## src/logic/cpuTypesPkg.sv

```systemverilog
package cpuTypesPkg;

    localparam int DataWidth = 32;
    localparam int AddrWidth = 32;
    localparam int TagWidth  = 5;

    // operand and immediate values.
    typedef logic [DataWidth-1:0] dataT;

    // instruction address.
    typedef logic [AddrWidth-1:0] addrT;

    // producer slot in the reorder buffer.
    typedef logic [TagWidth-1:0] tagT;

    // zero tag means the value is already there.
    localparam tagT tagFree = '0;

    // funct3 of the branch group, jalr in the unused slot.
    typedef enum logic [2:0] {
        brEq   = 3'b000,
        brNe   = 3'b001,
        brJalr = 3'b010,
        brLt   = 3'b100,
        brGe   = 3'b101,
        brLtu  = 3'b110,
        brGeu  = 3'b111
    } brOpT;

endpackage

```

## src/logic/branchRsPkg.sv

```systemverilog
package branchRsPkg;

    import cpuTypesPkg::*;

    // one write on a result bus.
    typedef struct packed {
        logic en;
        tagT  tag;
        dataT data;
    } cdbWriteT;

    // branch from the dispatcher.
    typedef struct packed {
        logic en;
        dataT opAVal;
        tagT  opATag;   // tagFree when opAVal is valid.
        dataT opBVal;
        tagT  opBTag;
        brOpT op;
        dataT imm;
        addrT pc;
        tagT  robTag;
        logic predTaken;
    } brAllocT;

    // branch leaving the station with both operands.
    typedef struct packed {
        dataT opA;
        dataT opB;
        brOpT op;
        dataT imm;
        addrT pc;
        tagT  robTag;
        logic predTaken;
    } brIssueT;

    typedef struct packed {
        logic valid;
        tagT  robTag;
        logic taken;
        addrT target;
        logic mispredict;
    } brResultT;

    typedef enum logic {
        stRun,
        stFlush
    } ctrlStateT;

endpackage

```

## src/logic/operandCapture.sv

```systemverilog
`timescale 1ns/10ps

module operandCapture
    import cpuTypesPkg::*;
    import branchRsPkg::*;
(
    input  logic     clk,
    input  logic     rst,
    input  logic     rdy,
    input  logic     load,
    input  tagT      loadTag,
    input  dataT     loadData,
    input  logic     clear,
    input  cdbWriteT aluWrite,
    input  cdbWriteT lsWrite,
    output logic     present,
    output dataT     value
);

    tagT  tagQ;
    dataT valueQ;
    tagT  baseTag;
    dataT baseValue;
    tagT  nextTag;
    dataT nextValue;

    // a loaded pair is snooped too, so a broadcast in the alloc cycle is not lost.
    always_comb begin
        baseTag   = load ? loadTag : tagQ;
        baseValue = load ? loadData : valueQ;
        nextTag   = baseTag;
        nextValue = baseValue;
        if (baseTag != tagFree) begin
            if (aluWrite.en && aluWrite.tag == baseTag) begin
                nextTag   = tagFree;
                nextValue = aluWrite.data;
            end else if (lsWrite.en && lsWrite.tag == baseTag) begin
                nextTag   = tagFree;
                nextValue = lsWrite.data;
            end
        end
    end

    assign present = (nextTag == tagFree);  // same-cycle bypass.
    assign value   = nextValue;

    always_ff @(posedge clk or posedge rst) begin
        if (rst) begin
            tagQ <= tagFree;
        end else if (rdy) begin
            tagQ <= clear ? tagFree : nextTag;
        end
    end

    always_ff @(posedge clk) begin
        if (rdy) begin
            valueQ <= nextValue;
        end
    end

endmodule

```

## src/logic/branchRsEntry.sv

```systemverilog
`timescale 1ns/10ps

module branchRsEntry
    import cpuTypesPkg::*;
    import branchRsPkg::*;
#(
    parameter int AgeWidth = 3
) (
    input  logic                clk,
    input  logic                rst,
    input  logic                rdy,
    input  cdbWriteT            aluWrite,
    input  cdbWriteT            lsWrite,
    input  brAllocT             alloc,
    input  logic                allocHit,
    input  logic [AgeWidth-1:0] stamp,
    input  logic                issueHit,
    input  logic                clear,
    output logic                valid,
    output logic                ready,
    output logic [AgeWidth-1:0] age,
    output brIssueT             issue
);

    logic presentA;
    logic presentB;
    dataT valueA;
    dataT valueB;
    brOpT opQ;
    dataT immQ;
    addrT pcQ;
    tagT  robTagQ;
    logic predTakenQ;

    operandCapture i_opA (
        .clk      (clk),
        .rst      (rst),
        .rdy      (rdy),
        .load     (allocHit),
        .loadTag  (alloc.opATag),
        .loadData (alloc.opAVal),
        .clear    (clear),
        .aluWrite (aluWrite),
        .lsWrite  (lsWrite),
        .present  (presentA),
        .value    (valueA)
    );

    operandCapture i_opB (
        .clk      (clk),
        .rst      (rst),
        .rdy      (rdy),
        .load     (allocHit),
        .loadTag  (alloc.opBTag),
        .loadData (alloc.opBVal),
        .clear    (clear),
        .aluWrite (aluWrite),
        .lsWrite  (lsWrite),
        .present  (presentB),
        .value    (valueB)
    );

    always_ff @(posedge clk or posedge rst) begin
        if (rst) begin
            valid <= 1'b0;
        end else if (rdy) begin
            if (clear) begin
                valid <= 1'b0;
            end else if (allocHit) begin
                valid <= 1'b1;
            end else if (issueHit) begin
                valid <= 1'b0;  // freed as it enters the branch unit.
            end
        end
    end

    always_ff @(posedge clk) begin
        if (rdy && allocHit) begin
            age        <= stamp;
            opQ        <= alloc.op;
            immQ       <= alloc.imm;
            pcQ        <= alloc.pc;
            robTagQ    <= alloc.robTag;
            predTakenQ <= alloc.predTaken;
        end
    end

    assign ready = valid && presentA && presentB;

    assign issue = '{opA: valueA, opB: valueB, op: opQ, imm: immQ, pc: pcQ,
                     robTag: robTagQ, predTaken: predTakenQ};

    // controller only targets free entries, and only for a real alloc.
    assert property (@(posedge clk) disable iff (rst) rdy && allocHit |-> alloc.en && !valid)
        else $error("alloc into an occupied branch station entry");

endmodule

```

## src/logic/ageCounter.sv

```systemverilog
`timescale 1ns/10ps

module ageCounter #(
    parameter int NumEntries = 4,
    parameter int AgeWidth   = $clog2(NumEntries) + 1
) (
    input  logic                clk,
    input  logic                rst,
    input  logic                rdy,
    input  logic                allocTake,
    input  logic                issueTake,
    input  logic                clear,
    output logic [AgeWidth-1:0] stamp,
    output logic [AgeWidth-1:0] count
);

    always_ff @(posedge clk or posedge rst) begin
        if (rst) begin
            stamp <= '0;
        end else if (rdy && allocTake) begin
            stamp <= stamp + 1'b1;  // wraps.
        end
    end

    // occupancy, alloc and issue may both land in one cycle.
    always_ff @(posedge clk or posedge rst) begin
        if (rst) begin
            count <= '0;
        end else if (rdy) begin
            if (clear) begin
                count <= '0;
            end else if (allocTake && !issueTake) begin
                count <= count + 1'b1;
            end else if (issueTake && !allocTake) begin
                count <= count - 1'b1;
            end
        end
    end

    assert property (@(posedge clk) disable iff (rst) count <= AgeWidth'(NumEntries))
        else $error("branch station occupancy above NumEntries");

endmodule

```

## src/logic/branchRsCtrl.sv

```systemverilog
`timescale 1ns/10ps

module branchRsCtrl
    import branchRsPkg::*;
#(
    parameter int NumEntries = 4,
    parameter int AgeWidth   = $clog2(NumEntries) + 1
) (
    input  logic                  clk,
    input  logic                  rst,
    input  logic                  rdy,
    input  logic                  allocEn,
    input  logic [NumEntries-1:0] valid,
    input  logic [NumEntries-1:0] ready,
    input  logic [AgeWidth-1:0]   ages [NumEntries],
    input  brIssueT               issues [NumEntries],
    input  logic [AgeWidth-1:0]   count,
    input  logic                  mispredictSeen,
    output logic [NumEntries-1:0] allocSel,
    output logic [NumEntries-1:0] issueSel,
    output logic                  clearAll,
    output logic                  allocTake,
    output logic                  issueTake,
    output logic                  issueStrobe,
    output logic                  full,
    output logic                  flush,
    output brIssueT               issued
);

    ctrlStateT           state;
    ctrlStateT           stateNext;
    logic                freeFound;
    logic                haveOldest;
    int                  oldestIdx;
    logic [AgeWidth-1:0] ageDiff;

    always_comb begin
        stateNext = state;
        case (state)
            stRun:   if (mispredictSeen) stateNext = stFlush;
            stFlush: stateNext = stRun;  // one cycle only.
            default: stateNext = stRun;
        endcase
    end

    always_ff @(posedge clk or posedge rst) begin
        if (rst) begin
            state <= stRun;
        end else if (rdy) begin
            state <= stateNext;
        end
    end

    assign flush    = (state == stFlush);
    assign clearAll = flush;
    assign full     = flush || (count == AgeWidth'(NumEntries));  // dispatcher holds in flush.

    // lowest free slot.
    always_comb begin
        allocSel  = '0;
        freeFound = 1'b0;
        for (int i = 0; i < NumEntries; i++) begin
            if (!freeFound && !valid[i]) begin
                allocSel[i] = 1'b1;
                freeFound   = 1'b1;
            end
        end
        if (!allocEn || full) allocSel = '0;
    end

    // oldest ready entry; older means a small positive wrapping difference.
    always_comb begin
        oldestIdx  = 0;
        haveOldest = 1'b0;
        ageDiff    = '0;
        for (int i = 0; i < NumEntries; i++) begin
            ageDiff = ages[oldestIdx] - ages[i];
            if (ready[i] && (!haveOldest || (ageDiff != '0 && !ageDiff[AgeWidth-1]))) begin
                oldestIdx  = i;
                haveOldest = 1'b1;
            end
        end
        issueSel = '0;
        // nothing issues behind a mispredict or during the flush.
        if (haveOldest && state == stRun && !mispredictSeen) issueSel[oldestIdx] = 1'b1;
    end

    assign allocTake   = |allocSel;
    assign issueStrobe = |issueSel;
    assign issueTake   = issueStrobe;
    assign issued      = issues[oldestIdx];

    assert property (@(posedge clk) disable iff (rst) rdy && allocEn |-> !full)
        else $error("branch alloc while station full");

endmodule

```

## src/logic/branchUnit.sv

```systemverilog
`timescale 1ns/10ps

module branchUnit
    import cpuTypesPkg::*;
    import branchRsPkg::*;
(
    input  logic     clk,
    input  logic     rst,
    input  logic     rdy,
    input  logic     issueStrobe,
    input  brIssueT  issued,
    output brResultT result
);

    logic taken;
    addrT jumpTarget;
    addrT target;
    logic validQ;
    logic mispredictQ;
    logic takenQ;
    addrT targetQ;
    tagT  robTagQ;

    always_comb begin
        case (issued.op)
            brEq:    taken = (issued.opA == issued.opB);
            brNe:    taken = (issued.opA != issued.opB);
            brLt:    taken = ($signed(issued.opA) < $signed(issued.opB));
            brGe:    taken = ($signed(issued.opA) >= $signed(issued.opB));
            brLtu:   taken = (issued.opA < issued.opB);
            brGeu:   taken = (issued.opA >= issued.opB);
            brJalr:  taken = 1'b1;
            default: taken = 1'b0;
        endcase
    end

    // jalr drops bit 0 of the sum.
    assign jumpTarget = (issued.op == brJalr) ? ((issued.opA + issued.imm) & ~addrT'(1))
                                              : (issued.pc + issued.imm);
    assign target = taken ? jumpTarget : (issued.pc + addrT'(4));

    always_ff @(posedge clk or posedge rst) begin
        if (rst) begin
            validQ      <= 1'b0;
            mispredictQ <= 1'b0;
        end else if (rdy) begin
            validQ      <= issueStrobe;
            mispredictQ <= issueStrobe && (taken != issued.predTaken);
        end
    end

    always_ff @(posedge clk) begin
        if (rdy && issueStrobe) begin
            takenQ  <= taken;
            targetQ <= target;
            robTagQ <= issued.robTag;
        end
    end

    assign result = '{valid: validQ, robTag: robTagQ, taken: takenQ,
                      target: targetQ, mispredict: mispredictQ};

endmodule

```

## src/logic/branchStation.sv

```systemverilog
`timescale 1ns/10ps

module branchStation
    import branchRsPkg::*;
#(
    parameter int NumEntries = 4,
    parameter int AgeWidth   = $clog2(NumEntries) + 1
) (
    input  logic     clk,
    input  logic     rst,
    input  logic     rdy,
    input  brAllocT  alloc,
    input  cdbWriteT aluWrite,
    input  cdbWriteT lsWrite,
    output logic     full,
    output brResultT result,
    output logic     flush
);

    logic [NumEntries-1:0] entryValid;
    logic [NumEntries-1:0] entryReady;
    logic [NumEntries-1:0] allocSel;
    logic [NumEntries-1:0] issueSel;
    logic [AgeWidth-1:0]   entryAge [NumEntries];
    brIssueT               entryIssue [NumEntries];
    logic [AgeWidth-1:0]   stamp;
    logic [AgeWidth-1:0]   count;
    logic                  clearAll;
    logic                  allocTake;
    logic                  issueTake;
    logic                  issueStrobe;
    brIssueT               issued;

    for (genvar i = 0; i < NumEntries; i++) begin : gEntry
        branchRsEntry #(.AgeWidth(AgeWidth)) i_entry (
            .clk(clk), .rst(rst), .rdy(rdy),
            .aluWrite (aluWrite),
            .lsWrite  (lsWrite),
            .alloc    (alloc),
            .allocHit (allocSel[i]),
            .stamp    (stamp),
            .issueHit (issueSel[i]),
            .clear    (clearAll),
            .valid    (entryValid[i]),
            .ready    (entryReady[i]),
            .age      (entryAge[i]),
            .issue    (entryIssue[i])
        );
    end

    ageCounter #(.NumEntries(NumEntries), .AgeWidth(AgeWidth)) i_ageCounter (
        .clk(clk), .rst(rst), .rdy(rdy),
        .allocTake (allocTake),
        .issueTake (issueTake),
        .clear     (clearAll),
        .stamp     (stamp),
        .count     (count)
    );

    branchRsCtrl #(.NumEntries(NumEntries), .AgeWidth(AgeWidth)) i_branchRsCtrl (
        .clk(clk), .rst(rst), .rdy(rdy),
        .allocEn        (alloc.en),
        .valid          (entryValid),
        .ready          (entryReady),
        .ages           (entryAge),
        .issues         (entryIssue),
        .count          (count),
        .mispredictSeen (result.mispredict),  // only set with result.valid.
        .allocSel       (allocSel),
        .issueSel       (issueSel),
        .clearAll       (clearAll),
        .allocTake      (allocTake),
        .issueTake      (issueTake),
        .issueStrobe    (issueStrobe),
        .full           (full),
        .flush          (flush),
        .issued         (issued)
    );

    branchUnit i_branchUnit (
        .clk(clk), .rst(rst), .rdy(rdy),
        .issueStrobe (issueStrobe),
        .issued      (issued),
        .result      (result)
    );

endmodule

```

## config.mk

```make
export PLATFORM = sky130hd
export DESIGN_NAME = branchStation
export DESIGN_NICKNAME = d
export VERILOG_FILES = /design/src/logic/cpuTypesPkg.sv /design/src/logic/branchRsPkg.sv /design/src/logic/operandCapture.sv /design/src/logic/branchRsEntry.sv /design/src/logic/ageCounter.sv /design/src/logic/branchRsCtrl.sv /design/src/logic/branchUnit.sv /design/src/logic/branchStation.sv
export SDC_FILE = /design/constraint.sdc
export NUM_CORES = 2
export LEC_CHECK = 0
export BUFFER_PORTS_ARGS = -buffer_cell sky130_fd_sc_hd__buf_2
export CAP_MARGIN = 30
export CORE_ASPECT_RATIO = 0.5
export CORE_MARGIN = 5
export CORE_UTILIZATION = 30
export CTS_CLUSTER_DIAMETER = 50
export CTS_CLUSTER_SIZE = 40
export DETAILED_ROUTE_END_ITERATION = 12
export HOLD_SLACK_MARGIN = 0.03
export PLACE_DENSITY = 0.58
export SYNTH_ARGS = -nofsm -noshare
export SYNTH_HDL_FRONTEND = slang
export SYNTH_SLANG_ARGS = --single-unit
```

## constraint.sdc

```tcl
create_clock -name clk -period 12.4 [get_ports clk]
set_input_delay 2.48 -clock clk [delete_from_list [all_inputs] [get_ports clk]]
set_output_delay 2.48 -clock clk [all_outputs]
set_load 0.01 [all_outputs]
```

==> impl_metrics.yaml <==
run_status:
  outcome: "complete, no violations"
global_routing:
  number_of_antenna_violations_at_the_first_check_in_global_routing: 62
  grt_remaining_overflow: 0
  first_global_vias: 34900
  grt_max_degree: 60
  grt.total_usage: 0.222
  grt_first_pass_wirelength_mm: 236
layout:
  area_growth_pct: 18.3
  final_layout_size_suffix_gt1_frac: 0.196
  most-common-layout-cells: "701 x nand2_1, 598 x edfxtp_1, 365 x nor2_1"
  final_core_util: 0.358
  most_common_cell_after_layout_fill_and_taps_aside: "nand2_1"
  nets: 4728
hold_path:
  timing.hold.worst.class: "flip-flop to flip-flop"
  hold-path-endpoint: "i_branchUnit.validQ"
  hold_start: "i_branchUnit.validQ"
  min_delay_path_depth: 1
floorplan:
  core-area_mm2: 0.132
  io_pins: 269
  initial_utilization: 0.303
  die_area_mm2: 0.141
  fp-row-count: 94
  fp.dieW_um: 526
  die_h_um: 268
logic_synthesis:
  yosys-top-cells-area: "edfxtp_1 45%, nand2_1 6.6%, nor2_1 3.5%"
  synth_seq_area_share: 0.483
  number_of_different_library_cells_in_the_post_synthesis_netlist: 108
  yosys_warnings: 0
  post-synth-top-area-fraction: 0.450
  netlist_area_mm2: 0.0399
  mappedNetlistNets: 4448
  dominantRegCellSynth: "edfxtp_1"
  post_synth.cell_area_avg_um2: 9.70
  synth.largest_area_cell: "edfxtp_1"
  synth-edff-count: 598
  asyncSetResetFlopFracSynth: 0.0814
  syn-instance-count: 4116
  postSynthRegisterBits: 651
sta:
  hold_ws_ns: 0.480
  tns_ns: 0
  slew_violations: 0
  tightest_slew_ns: 1.01
  rsz_0062_raised_after_global_routing: "no"
  worst_slack_ns: 0.543
  final_hold_viol_count: 0
  maxSlewHeadroom: 0.317
  timing.fmax_mhz: 84.3
  layout_min_cycle_time_ns: 11.86
  setup_viol: 0
  timing.clock.skew_ns: 0.0355
  final.period_utilization: 0.956
clocking:
  clock_sink_count: 651
  cts.path.max_buffers: 3
  cts_tree: "done"
  htree_num_levels: 3
  tritoncts.num_buffers: 69
  clock_root_buffer: "clkbuf_16"
  worst_skew_pair.late_latency_ns: 0.66
  path_clk_slew_ns: 0.07
route:
  drc_errors: 0
  wire_per_inst_um: 26.0
  antenna_violating_nets_post_route: 0
  via_count: 36100
  route.detailed.vias_per_inst: 5.78
  wirelength_mm: 163
  detail_route.iter0.violations: 4095
  firstDrtPassIters: 6
critical_path:
  critPathKind: "input port to flip-flop"
  cp_slowest_cell: "a2111o_1"
  crit_fanout: 24
  critical_path_arrival_ns: 12.29
  worstReg2RegEnd: "i_branchUnit.targetQ[9]"
  crit_required_ns: 12.83
  worstSetupStartpointType: "input port"
  critical-path-top-delay-family: "compound AO/OA/AOI/OAI gates"
  timing.critical_path.buf_inv: 6
  regToRegStartpoint: "i_ageCounter.count[2]"
  worstSetupEndpointType: "flip-flop"
  setup_slack_reg_to_reg_ns: 1.65
  cp_common_cell: "nand2_1"
  crit_path_max_incr_delay_ns: 0.48
  worst_r2r_path_depth: 50
placed_design:
  placement.io_buffers: 268
  post-dp-hpwl_mm: 110
  post-place-ws_ns: -0.320
  finalWeightedCongestion: 0.927
job:
  cap_violations: 0
logic make-up after synthesis:
logic type,Yosys count,share of synthesized area
adder cells (fa/ha/maj),105,0.0335
multiplexers,212,0.0562
flip-flops,651,0.483
AND/OR/NAND/NOR,1543,0.173
XOR/XNOR,157,0.0346
AO/OA/AOI/OAI,1081,0.183
buffers and inverters,367,0.0370
sequential cells by signal, indices dropped and copies added (netlist names), 3 cells and up:
name / cells
i_branchUnit.targetQ: 32
gEntry.i_entry.i_opB.tagQ: 20
i_ageCounter.stamp: 3
gEntry.i_entry.i_opA.valueQ: 128
i_ageCounter.count: 3
gEntry.i_entry.predTakenQ: 4
gEntry.i_entry.i_opA.tagQ: 20
i_branchUnit.robTagQ: 5
gEntry.i_entry.pcQ: 128
gEntry.i_entry.age: 12
gEntry.i_entry.immQ: 128
gEntry.i_entry.opQ: 12
gEntry.i_entry.valid: 4
gEntry.i_entry.robTagQ: 20
gEntry.i_entry.i_opB.valueQ: 128
repair_timing:
| action | CTS | global route |
|---|---|---|
| hold buffers | 0 | 0 |
| setup endpoints to repair | 0 | 32 |
| gates resized for setup | 0 | 12 |
| setup buffers | 0 | 7 |
cells in the mapped netlist, types with 20 or more instances:
cell type,count
nand3_1,113
and3_1,63
a211oi_1,20
a22oi_1,69
clkbuf_1,219
nand2_1,704
buf_2,30
edfxtp_1,598
o32ai_1,34
o21ai_0,214
inv_1,80
o221a_2,36
nand4_1,30
dfrtp_1,53
buf_1,25
a32oi_1,33
xor2_1,51
o22ai_1,103
nor3_1,113
a21oi_1,245
ha_1,102
mux2i_1,115
mux2_2,97
or3_1,21
o211ai_1,27
nor2_1,375
xnor2_1,105
a31oi_1,77
a21o_1,38
how the worst max path moves through the flow:
stage	start	end	slack, ns	cells past startpoint
floorplan	alloc[147]	i_branchUnit.targetQ[31]	-0.41	64
global placement	alloc[147]	i_branchUnit.targetQ[5]	-0.16	50
detailed placement	alloc[147]	i_branchUnit.targetQ[5]	-0.32	48
CTS	alloc[147]	i_branchUnit.targetQ[5]	0.35	45
global route	alloc[147]	i_branchUnit.targetQ[14]	0.06	53
finish	alloc[147]	i_branchUnit.targetQ[9]	0.54	51
worst reg2reg max path: cells and delay by family, from the launching register on:
kind	cells	cell delay, ns
XOR/XNOR	2	0.38
flip-flops	1	0.41
adder cells (fa/ha/maj)	3	0.86
AND/OR/NAND/NOR	16	2.73
buffers and inverters	5	1.01
AO/OA/AOI/OAI	23	4.91
multiplexers	1	0.22
cell type report:
type                            count  area, µm²
Tap cell                         1776       2220
Sequential cell                   651      19300
Multi-Input combinational cell   3098      19600
Fill cell                       13100      84600
Antenna cell                       29       72.6
Inverter                           80        300
Clock inverter                     43        529
Timing Repair Buffer              496       3230
Clock buffer                       82       1920
stage by stage:
step	cell area, µm²	instances
floorplan	40300	4116
global placement	44500	6089
detailed placement	44600	6094
CTS	47000	6219
global route	47200	6248
finish	47200	6255
routing by layer:
layer  up-vias  wire length (µm)  global-route usage
met2      1933             76000               0.367
li1      16000                 -                   -
met4        20              6780              0.0937
met3       476             15200              0.0473
met1     17700             64500               0.282
met5         -               123                   0
Power is not shown: default switching activity piles up to over one toggle a cycle in this logic, so the estimate is an artifact.
